--- src/nfu_pkg.sv ---
/* NFU pipeline shared definitions
   Widths, command and tag structs, partial-sum opcodes and saturation helpers */

package nfu_pkg;

    // Word widths
    parameter int BIT_WIDTH = 16;
    parameter int SUM_WIDTH = 32;
    parameter int FRAC_BITS = 8;

    // Precision fields hold (bits - 1)
    parameter int PREC_W = 4;

    // Sigmoid segment address, 4 segments
    parameter int SEG_BITS = 2;

    // Saturation limits of a full-width word
    parameter int SAT_MAX = 2 ** (BIT_WIDTH - 1) - 1;
    parameter int SAT_MIN = -(2 ** (BIT_WIDTH - 1));

    // Partial-sum source for the adder tree
    typedef enum logic [1:0] {
        OP_FIRST = 2'd0,
        OP_ACCUM = 2'd1,
        OP_LOAD  = 2'd2
    } nfu_op_e;

    typedef struct packed {
        nfu_op_e             op;
        logic [PREC_W-1:0]   in_prec;
        logic [PREC_W-1:0]   out_prec;
        logic                activate;
        logic                spare;
    } nfu_cmd_t;

    // One linear segment, Q8.8 slope and offset
    typedef struct packed {
        logic signed [BIT_WIDTH-1:0] a;
        logic signed [BIT_WIDTH-1:0] b;
    } coef_t;

    // Control that travels beside the data
    typedef struct packed {
        logic     valid;
        nfu_cmd_t cmd;
    } pipe_tag_t;

    // Clamp a wide signed value to a full-width word
    function automatic logic signed [BIT_WIDTH-1:0] sat16(input logic signed [SUM_WIDTH-1:0] v);
        if (v > SAT_MAX) return BIT_WIDTH'(SAT_MAX);
        if (v < SAT_MIN) return BIT_WIDTH'(SAT_MIN);
        return BIT_WIDTH'(v);
    endfunction

    // Clamp to prec+1 signed bits, result stays sign-extended
    function automatic logic signed [BIT_WIDTH-1:0] sat_prec(
        input logic signed [BIT_WIDTH-1:0] v,
        input logic [PREC_W-1:0]           prec
    );
        int hi;
        int lo;
        hi = (1 << prec) - 1;
        lo = -(1 << prec);
        if (v > hi) return BIT_WIDTH'(hi);
        if (v < lo) return BIT_WIDTH'(lo);
        return v;
    endfunction

endpackage

--- src/precision_packer.sv ---
/* Output packer
   Saturates each result to the output precision, keeps it sign-extended */

`timescale 1ns/100ps

module precision_packer #(
    parameter int Tn = 4
) (
    input  logic                                           clk,
    input  logic                                           i_rst,
    input  nfu_pkg::pipe_tag_t                             i_tag,
    input  logic [Tn-1:0][nfu_pkg::BIT_WIDTH-1:0]          i_values,
    input  logic [Tn-1:0][nfu_pkg::SUM_WIDTH-1:0]          i_sums,
    output logic                                           o_valid,
    output logic [Tn-1:0][nfu_pkg::BIT_WIDTH-1:0]          o_data,
    output logic [Tn-1:0][nfu_pkg::SUM_WIDTH-1:0]          o_psum
);

    logic [Tn-1:0][nfu_pkg::BIT_WIDTH-1:0] sat_vals;

    // Clamp to out_prec+1 signed bits per lane
    always_comb begin
        for (int r = 0; r < Tn; r++) begin
            sat_vals[r] = nfu_pkg::sat_prec($signed(i_values[r]), i_tag.cmd.out_prec);
        end
    end

    // Last stage, only the valid bit of the tag leaves
    always_ff @(posedge clk) begin
        if (i_rst) begin
            o_valid <= 1'b0;
        end else begin
            o_valid <= i_tag.valid;
        end
    end

    always_ff @(posedge clk) begin
        o_data <= sat_vals;
        o_psum <= i_sums;
    end

endmodule

--- config.mk ---
export PLATFORM = sky130hd
export DESIGN_NAME = precision_packer
export DESIGN_NICKNAME = d
export VERILOG_FILES = /design/src/nfu_pkg.sv /design/src/precision_packer.sv
export SDC_FILE = /design/constraint.sdc
export NUM_CORES = 1
export LEC_CHECK = 0
export BUFFER_PORTS_ARGS = -buffer_cell sky130_fd_sc_hd__buf_4
export CAP_MARGIN = 0
export CORE_ASPECT_RATIO = 0.8
export CORE_MARGIN = 4
export CORE_UTILIZATION = 30
export CTS_CLUSTER_SIZE = 16
export DETAILED_ROUTE_END_ITERATION = 10
export SLEW_MARGIN = 40
export SYNTH_ARGS = -nofsm -noshare
export SYNTH_HDL_FRONTEND = slang
export SYNTH_SLANG_ARGS = --single-unit
--- constraint.sdc ---
create_clock -name clk -period 11 [get_ports clk]
set_input_delay 0.55 -clock clk [delete_from_list [all_inputs] [get_ports clk]]
set_output_delay 0.55 -clock clk [all_outputs]
set_load 0.02 [all_outputs]
**Yosys cells after proc, flatten, opt, wreduce, memory -nomap -nowiden**

Index checks and enable logic that the tools add are counted.

- Shifts and indexed selects: 1
- Order comparisons: 8
- Muxes and demuxes: 28
- Add/sub/neg operators: 2

Operators with widths:

| operator | count |
|---|---|
| $mux W16 | 16 |
| $gt A16 B32 Y1 | 4 |
| $lt A16 B32 Y1 | 4 |
| $neg A32 Y32 | 1 |
| $shl A1 B4 Y32 const A | 1 |
| $sub A32 B2 Y32 const B | 1 |
| $mux W1 | 12 |

- Output and inout bits: 193
- Register bits: 193

**Depth between registers and ports, before layout**

Gate-level depths: netlist of run 1.

- Depth in word-level cells: 7
- Mapped depth: 23
- Depth with buffers taken out: 18

**Worst setup path after synthesis of run 1**

OpenSTA, ideal clock, no wires.

- Path type: in2reg
- Start: input i_tag[5] (netlist name)
- End: register o_data[45] (netlist name)
- Setup slack: 5.855 ns
- Buffers on the path: 5
- Data arrival time: 5.023 ns
- Data required time: 10.878 ns
- Setup time: 0.122 ns
- Stages: 19
- Cell sequence: or2_2 clkbuf_1 nor2_1 clkbuf_1 nand2_1 ha_1 clkbuf_1 clkbuf_1 a21oi_1 ha_1 nand4_1 nor2_1 a221o_1 o31a_1 or4_4 mux2i_4 buf_6 and2_1 a221o_1

RTL lines:

| what | RTL line | RTL |
|---|---|---|
| start: declaration | precision_packer.sv:11 | `input nfu_pkg::pipe_tag_t i_tag,` |
| end signal: assignment | precision_packer.sv:38 | `o_data <= sat_vals;` |
| end: declaration | precision_packer.sv:15 | `output logic [Tn-1:0][nfu_pkg::BIT_WIDTH-1:0] o_data,` |

==> flow_metrics.py, run 1 <==
metrics = {
    "place": {
        "gp_congestion": 0.876,
        "port_buffers": 391,
        "dpl_worst_slack_ps": 4100,
        "dp_hpwl_um": 34200,
    },
    "die": {
        "core_area_sq_um": 36300,
        "die_area_sq_um": 40400,
        "start_util": 0.308,
        "fp.dieW_um": 224,
        "ioPinCount": 400,
        "die_y_um": 181,
        "rows": 62,
    },
    "timing": {
        "maxSlewViolCount": 0,
        "totalNegativeSetupSlack_ps": 0,
        "period_share": 0.598,
        "min_period_ps": 6580,
        "rsz0062_at_grt": "false",
        "fmax_ghz": 0.152,
        "hold_violations": 0,
        "relSlewSlack": 0.442,
        "setup_slack_ps": 4420,
        "setup_violations": 0,
        "worst_pin_slew_ps": 837,
    },
    "flow_run": {
        "maxCapViolCount": 0,
    },
    "global_route": {
        "first_global_vias": 10500,
        "grt_start_max_net_pins": 34,
        "gr-total-overflow": 0,
        "grt_usage": 0.198,
        "grt_pass1_wl_um": 61900,
        "antenna_found_initial": 2,
    },
    "synthesis": {
        "async_flop_share": 0,
        "synth_area_sq_um": 11200,
        "post_synth_num_cell_types": 67,
        "syn_area_per_cell_sq_um": 10.0,
        "synth_edf_count": 0,
        "seq_area_frac_synth": 0.346,
        "synth_flop_cell": "dfxtp_1",
        "yosys_warnings": 0,
        "postSynthCellCount": 1116,
        "ys_ff_latch": 193,
    },
    "clock_network": {
        "postCtsHoldBufs": 0,
        "post_cts_buffers": 0,
        "htreeDepth": 4,
        "cts.sinks": 193,
        "ctsResizeCount": 0,
        "root_buffer": "clkbuf_16",
        "clk_pin_slew_ps": 90,
        "clockBufferDepth": 2,
        "cts_tree": "yes",
        "numCtsBuffers": 17,
    },
    "min_path": {
        "hp-start": "i_sums[105]",
        "holdCritPathClass": "input pin to flop",
    },
    "critical_path": {
        "cp_max_fo": 21,
        "crit_start": "i_tag[5]",
        "path_class": "input pin to flop",
        "worstPathArrival_ps": 6910,
        "critPathLaunchType": "input pin",
        "worst_setup_path_end_kind": "flop",
        "crit_required_ps": 11330,
    },
    "cells_and_area": {
        "antenna_cells": 0,
        "fin_nets": 2024,
        "fillers": 3588,
        "regArea_sq_um": 3860,
        "area_growth_syn_to_layout_pct": 39.2,
        "multi_input_area_sq_um": 7310,
        "drive_above_1_share": 0.286,
    },
    "route": {
        "vias_per_cell": 5.12,
        "wl_um": 41500,
        "vias": 10500,
        "drt-initial-drc-count": 672,
        "drc": 0,
        "wl_per_cell_um": 20.2,
        "postRouteAntennaNets": 0,
        "firstDrtPassIters": 5,
    },
    "power_and_ir_drop": {
        "leakagePower_nw": 7.60,
        "ir_drop_uv": 105,
        "powerDensity_nw_per_um2": 135,
    },
    "status": {
        "status": "complete, no violations",
    },
}
## synth_stat cells (7+ instances only)
cell type  count  area (sq um)
ha_1         252          3150
dfxtp_1      193          3860
a21oi_1      106           531
nand2_1       68           255
mux2i_1       59           591
nand4_1       45           282
o21ai_0       38           190
nor2_1        34           128
and2_1        27           169
nand3_1       27           135
inv_1         25          93.8
a21o_1        21           158
clkbuf_1      21          78.8
nor3_1        21           105
a221o_1       19           190
o211ai_1      15           113
a211oi_1      14           105
nor2b_1       14          87.6
a22oi_1       11          82.6
and4_1         8          70.1
a211o_1        7          61.3
a221oi_1       7          61.3
## through the flow
stage	area, sq um	hold slack (ps)	cells	power [mW]	utilization
floorplan	11400	578	1170	1.15	-
global placement	14900	654	2024	1.42	0.410
detailed placement	14900	656	2026	1.44	0.411
CTS	15600	162	2058	2.12	0.428
global route	15600	158	2058	2.21	0.428
finish	15600	191	2058	2.09	0.428
## flip-flops by register name (all words and copies together) (netlist names)
register  flops
o_data       64
o_valid       1
o_psum      128
## critical path, stage by stage
cell      delay [ps]
buf_4            230
or2_2            370
clkinv_1         560
nand2_1          600
ha_1             700
or2_2            260
o21ai_0           80
a22oi_1          140
o21a_1           460
ha_1             340
nand4_1          130
nor2_1            70
a221o_1          310
o31a_1           250
or4_4            540
mux2i_4          610
nor2_1           300
a221o_1          370
## path summary, 6_finish.rpt
path / slack [ps] / endpoint / depth (start not counted)
max: 4420 / o_data[37] / 18
min: 190 / o_psum[105] / 1
## layout make-up
cell class,instances,share of cell area
repair buffers,405,0.196
flip-flops and latches,193,0.248
inverters,26,0.00627
clock inverters,15,0.0135
well taps,480,0.0386
clock buffers,17,0.0274
multi-input cells,922,0.470
## cell usage in the layout (no fill, tap or decap), types with 25 or more instances in the layout
cell type and instances:
dfxtp_1 193, mux2i_1 58, buf_4 403, nor2_1 33, nand2_1 68, nand3_1 27
ha_1 252, and2_1 27, conb_1 56, o21ai_0 38, nand4_1 45, a21oi_1 106
inv_1 25
## where the power goes
group	internal (mW)	total, mW	switching (mW)
clock	0.321	0.673	0.352
combinational	0.271	0.633	0.362
sequential	0.766	0.789	0.0229
## layer usage
metal | part of all wire | vias up | global-route usage
met2 | 0.47 | 361 | 0.328
met1 | 0.44 | 5004 | 0.262
met3 | 0.071 | 50 | 0.0446
met4 | 0.018 | 4 | 0.0505
met5 | 0.00055 | - | 0
li1 | - | 5114 | -
## logic make-up (layout without fill, tap and decap cells)
group | count (synthesis) | count (layout) | synth area share
AOI/OAI and AO/OA | 277 | 277 | 0.164
and+or+nand+nor | 273 | 273 | 0.129
adders and majority gates | 252 | 252 | 0.282
DFF | 193 | 193 | 0.346
muxes | 60 | 60 | 0.0549
buffers and inverters | 55 | 463 | 0.0198
xor gates and xnor gates | 4 | 4 | 0.00381
other | 2 | 56 | 0.000672
No activity file was read; power rests on OpenSTA's default activity.
==> run 2, diff against run 1 <==
clock period = 5.5 ns   (was 11 ns; I/O delays follow)
==> flow_metrics.py, run 2 (synthesis gave the netlist of run 1 again) <==
metrics = {
    "route": {
        "vias_per_cell": 5.04,
        "firstDrtPassIters": 7,
        "postRouteAntennaNets": 0,
        "wl_per_cell_um": 20.1,
        "drt-initial-drc-count": 721,
        "vias": 11200,
        "wl_um": 44400,
        "drc": 0,
    },
    "place": {
        "port_buffers": 391,
        "dpl-instance-area_sq_um": 15100,
        "dpl.cell_count": 2052,
        "gp_congestion": 0.882,
        "dp_hpwl_um": 34900,
        "dpl_worst_slack_ps": 598,
    },
    "critical_path": {
        "crit_required_ps": 5840,
        "crit_end": "o_data[33]",
        "path_class": "input pin to flop",
        "cp_max_fo": 20,
        "critPathLaunchType": "input pin",
        "worst_setup_path_end_kind": "flop",
        "crit_start": "i_tag[4]",
        "worstPathArrival_ps": 4840,
    },
    "timing": {
        "relSlewSlack": 0.544,
        "setup_violations": 0,
        "totalNegativeSetupSlack_ps": 0,
        "fmax_ghz": 0.222,
        "min_period_ps": 4510,
        "hold_violations": 0,
        "rsz0062_at_grt": "false",
        "worst_pin_slew_ps": 683,
        "setup_slack_ps": 994,
        "hold-worst-slack_ps": 41.1,
        "maxSlewViolCount": 0,
        "period_share": 0.819,
    },
    "clock_network": {
        "htreeDepth": 4,
        "ctsResizeCount": 0,
        "numCtsBuffers": 17,
        "cts_tree": "yes",
        "cts.sinks": 193,
        "clockBufferDepth": 2,
        "post_cts_buffers": 0,
        "root_buffer": "clkbuf_16",
        "clk_pin_slew_ps": 90,
        "postCtsHoldBufs": 129,
    },
    "cells_and_area": {
        "fin_nets": 2179,
        "fillers": 3450,
        "area_growth_syn_to_layout_pct": 52.4,
        "final_core_util": 0.469,
        "fin_cells": 2213,
        "regMostFlops": "o_psum",
        "final_common_cell": "buf_4",
        "drive_above_1_share": 0.275,
        "final_cell_mix": "buf_4, ha_1, dfxtp_1",
        "antenna_cells": 0,
        "largest_reg_flops": 128,
        "design_area_sq_um": 17000,
        "top_regs": "o_psum: 128 flops, o_data: 64 flops, o_valid: 1 flops",
    },
    "die": {
        "start_util": 0.308,
        "die_area_sq_um": 40400,
        "rows": 62,
        "die_y_um": 181,
        "core_area_sq_um": 36300,
        "fp.dieW_um": 224,
        "ioPinCount": 400,
    },
    "global_route": {
        "first_global_vias": 11300,
        "grt_start_max_net_pins": 34,
        "grt_pass1_wl_um": 65800,
        "gr-total-overflow": 0,
        "antenna_found_initial": 3,
        "grt_usage": 0.211,
    },
    "power_and_ir_drop": {
        "power.switching_mw": 1.49,
        "powerDensity_nw_per_um2": 253,
        "pwr-share-seq": 0.367,
        "power_mw": 4.32,
        "ir_drop_uv": 163,
        "clockPowerShare": 0.316,
        "internal_power_mw": 2.83,
        "power.share.combinational": 0.318,
        "sw_frac_of_total": 0.344,
        "leakagePower_nw": 8.25,
    },
    "flow_run": {
        "maxCapViolCount": 0,
    },
    "status": {
        "status": "complete, no violations",
    },
    "min_path": {
        "hp-start": "i_tag[12]",
        "holdCritPathClass": "input pin to flop",
    },
}
## run 2: area by class of cell
class | count | area (sq um) | share of cell area
well taps | 480 | 601 | 0.0353
clock buffers | 17 | 425 | 0.0250
inverters | 26 | 97.6 | 0.00573
multi-input cells | 922 | 7300 | 0.429
clock inverters | 15 | 210 | 0.0123
repair buffers | 560 | 4530 | 0.266
flip-flops and latches | 193 | 3860 | 0.227
## run 2: worst min path at each step
stage / end / cells past startpoint
2_1_floorplan: o_psum[0] / 0
3_3_place_gp: o_psum[11] / 1
3_5_place_dp: o_psum[78] / 1
4_1_cts: o_valid / 2
5_1_grt: o_valid / 2
6_report: o_valid / 2
## run 2: metal layers
layer,vias to the layer above,GRT usage,share of wire
li1,5427,-,-
met4,6,0.0540,0.019
met5,-,0,0.0011
met2,367,0.358,0.48
met3,53,0.0487,0.070
met1,5306,0.271,0.43
## run 2: critical path, stage by stage
cell     delay (ps)
buf_4           180
or2_2           310
nor2_1          130
nand2_1         100
ha_1            250
or2_2           320
o21ai_0         170
a22oi_1          80
o21a_1          360
ha_1            370
nand4_1         130
nor2_1           70
a221o_1         310
o31a_1          240
or4_4           530
mux2i_4         440
nor2_1          240
a221o_1         340
## run 2: power by group through the flow
stage | registers, mW | clock network [mW] | logic (mW)
final | 1.58 | 1.36 | 1.37
after global routing | 1.60 | 1.46 | 1.49
after CTS | 1.58 | 1.41 | 1.37
after detailed placement | 1.61 | 0 | 1.28
after global placement | 1.62 | 0 | 1.25
after floorplan | 1.77 | 0 | 0.524
==> run 3, diff against run 2 <==
ABC_AREA = 1   (was not set)
clock period = 3.9 ns   (was 5.5 ns; I/O delays follow)
==> flow_metrics.py, run 3 <==
metrics = {
    "critical_path": {
        "critPathLaunchType": "input pin",
        "worst_setup_path_end_kind": "flop",
        "crit_required_ps": 4230,
        "cp_max_fo": 16,
        "crit_start": "i_tag[5]",
        "path_class": "input pin to flop",
        "crit_end": "o_data[34]",
        "worstPathArrival_ps": 3650,
    },
    "cells_and_area": {
        "final_common_cell": "buf_4",
        "multi_input_area_sq_um": 7960,
        "largest_reg_flops": 128,
        "fin_cells": 2784,
        "drive_above_1_share": 0.237,
        "final_cell_mix": "buf_4, nand2_1, ha_1",
        "design_area_sq_um": 18500,
        "regMostFlops": "o_psum",
        "fillers": 3979,
        "regArea_sq_um": 3860,
        "area_growth_syn_to_layout_pct": 49.6,
        "top_regs": "o_psum: 128 flops, o_data: 64 flops, o_valid: 1 flops",
        "final_core_util": 0.454,
        "fin_nets": 2683,
    },
    "clock_network": {
        "cts.sinks": 193,
        "post_cts_buffers": 0,
        "numCtsBuffers": 17,
        "root_buffer": "clkbuf_16",
        "clockBufferDepth": 2,
        "clk_pin_slew_ps": 80,
        "cts_tree": "yes",
        "htreeDepth": 4,
    },
    "synthesis": {
        "synth.top_cell.area_share": 0.313,
        "netlist.top_cell.by_area": "dfxtp_1",
        "postSynthCellCount": 1596,
        "yosys_warnings": 0,
        "seq_area_frac_synth": 0.313,
        "async_flop_share": 0,
        "yosys-top-cells-count": "nand2_1, ha_1, dfxtp_1",
        "synth_flop_cell": "dfxtp_1",
        "synth_area_leaders": "dfxtp_1, ha_1, nand2_1",
        "syn_area_per_cell_sq_um": 7.73,
        "post_synth_num_cell_types": 37,
        "ys_ff_latch": 193,
        "synth_edf_count": 0,
        "synth_area_sq_um": 12300,
        "yosysMostFrequentCell": "nand2_1",
    },
    "die": {
        "fp.dieW_um": 235,
        "die_y_um": 189,
        "start_util": 0.304,
        "rows": 66,
        "ioPinCount": 400,
        "die_area_sq_um": 44500,
        "core_area_sq_um": 40600,
    },
    "power_and_ir_drop": {
        "powerDensity_nw_per_um2": 341,
        "ir_drop_uv": 252,
        "power_mw": 6.29,
        "leakagePower_nw": 9.74,
    },
    "route": {
        "vias_per_cell": 4.90,
        "wl_um": 53300,
        "postRouteAntennaNets": 0,
        "vias": 13600,
        "firstDrtPassIters": 6,
        "drt-initial-drc-count": 1144,
        "wl_per_cell_um": 19.1,
        "drc": 0,
    },
    "timing": {
        "rsz0062_at_grt": "false",
        "period_share": 0.850,
        "hold_violations": 0,
        "min_period_ps": 3320,
        "hold-worst-slack_ps": 106,
        "totalNegativeSetupSlack_ps": 0,
        "setup_violations": 0,
        "worst_pin_slew_ps": 706,
        "relSlewSlack": 0.528,
        "fmax_ghz": 0.302,
        "setup_slack_ps": 583,
        "maxSlewViolCount": 0,
    },
    "flow_run": {
        "maxCapViolCount": 0,
    },
    "global_route": {
        "grt_pass1_wl_um": 78800,
        "grt_usage": 0.228,
        "gr-total-overflow": 0,
        "grt_start_max_net_pins": 34,
        "first_global_vias": 13400,
        "antenna_found_initial": 5,
    },
    "status": {
        "status": "complete, no violations",
    },
    "place": {
        "dpl.cell_count": 2619,
        "dp_hpwl_um": 41600,
        "dpl-instance-area_sq_um": 16600,
        "port_buffers": 391,
        "gp_congestion": 0.932,
        "dpl_worst_slack_ps": 247,
    },
    "min_path": {
        "holdCritPathClass": "input pin to flop",
    },
}
-- run 3: changes by cell type after synthesis, moves of 15 or more --
cell,previous run,this run
a21o_1,21,5
a221o_1,19,0
and2_1,27,1
inv_1,25,124
mux2i_1,59,0
nand2_1,68,388
nand3_1,27,192
nand4_1,45,85
nor2_1,34,97
o211ai_1,15,0
-- run 3: area by class of cell --
cell class,instances,share of cell area
Multi-Input combinational cell,1280,0.431
Sequential cell,193,0.209
Clock buffer,18,0.0238
Timing Repair Buffer,596,0.263
Inverter,136,0.0277
Antenna cell,3,0.000407
Clock inverter,14,0.00766
Tap cell,544,0.0369
-- run 3: critical path, cell delays in order --
cell and delay [ps]:
buf_4 190, nor3_2 80, nand2_1 140, ha_1 190
inv_1 70, nor2_2 270, inv_1 130, a21oi_1 560
ha_1 360, nand2_1 80, nor2_1 80, nand2_1 70
nand2_1 80, nand2_1 70, nand2_1 40, nand2_1 80
nand2_1 60, nand2_1 280, nand3_2 360, nand2_1 180
nand2_1 70
-- run 3: routing by layer --
metal  routed length (um)  global-route usage
met5                   14                   0
met3                 5300              0.0721
met1                23600               0.312
met2                23200               0.348
met4                 1110              0.0611
-- run 3: what timing repair did --
action                     in CTS  in global routing
setup endpoints to repair       0                  0
gates resized for setup         0                  0
hold endpoints to repair      129                  0
hold buffers                  130                  0
-- run 3: power by group --
part           internal, mW  switching (mW)  total, mW
logic                 0.961            1.35       2.31
clock network         0.868           0.862       1.73
registers              2.17          0.0824       2.25
total                  4.00            2.29       6.29
-- run 3: kinds of logic after synthesis --
kind of cell | after synthesis | share of synthesized area
compound gates | 164 | 0.0721
xor+xnor | 9 | 0.00761
fa+ha+maj | 252 | 0.256
buf+inv | 177 | 0.0581
flops | 193 | 0.313
other cells | 2 | 0.000609
simple gates | 799 | 0.293
-- run 3: worst min-delay path by stage --
stage / startpoint / slack [ps] / to / cells after the start
detailed placement: i_sums[21] / 300 / o_psum[21] / 1
CTS: i_values[61] / 80 / o_data[61] / 5
floorplan: i_sums[0] / 220 / o_psum[0] / 0
global route: i_values[59] / 130 / o_data[59] / 5
finish: i_values[49] / 110 / o_data[49] / 5
global placement: i_sums[44] / 300 / o_psum[44] / 1
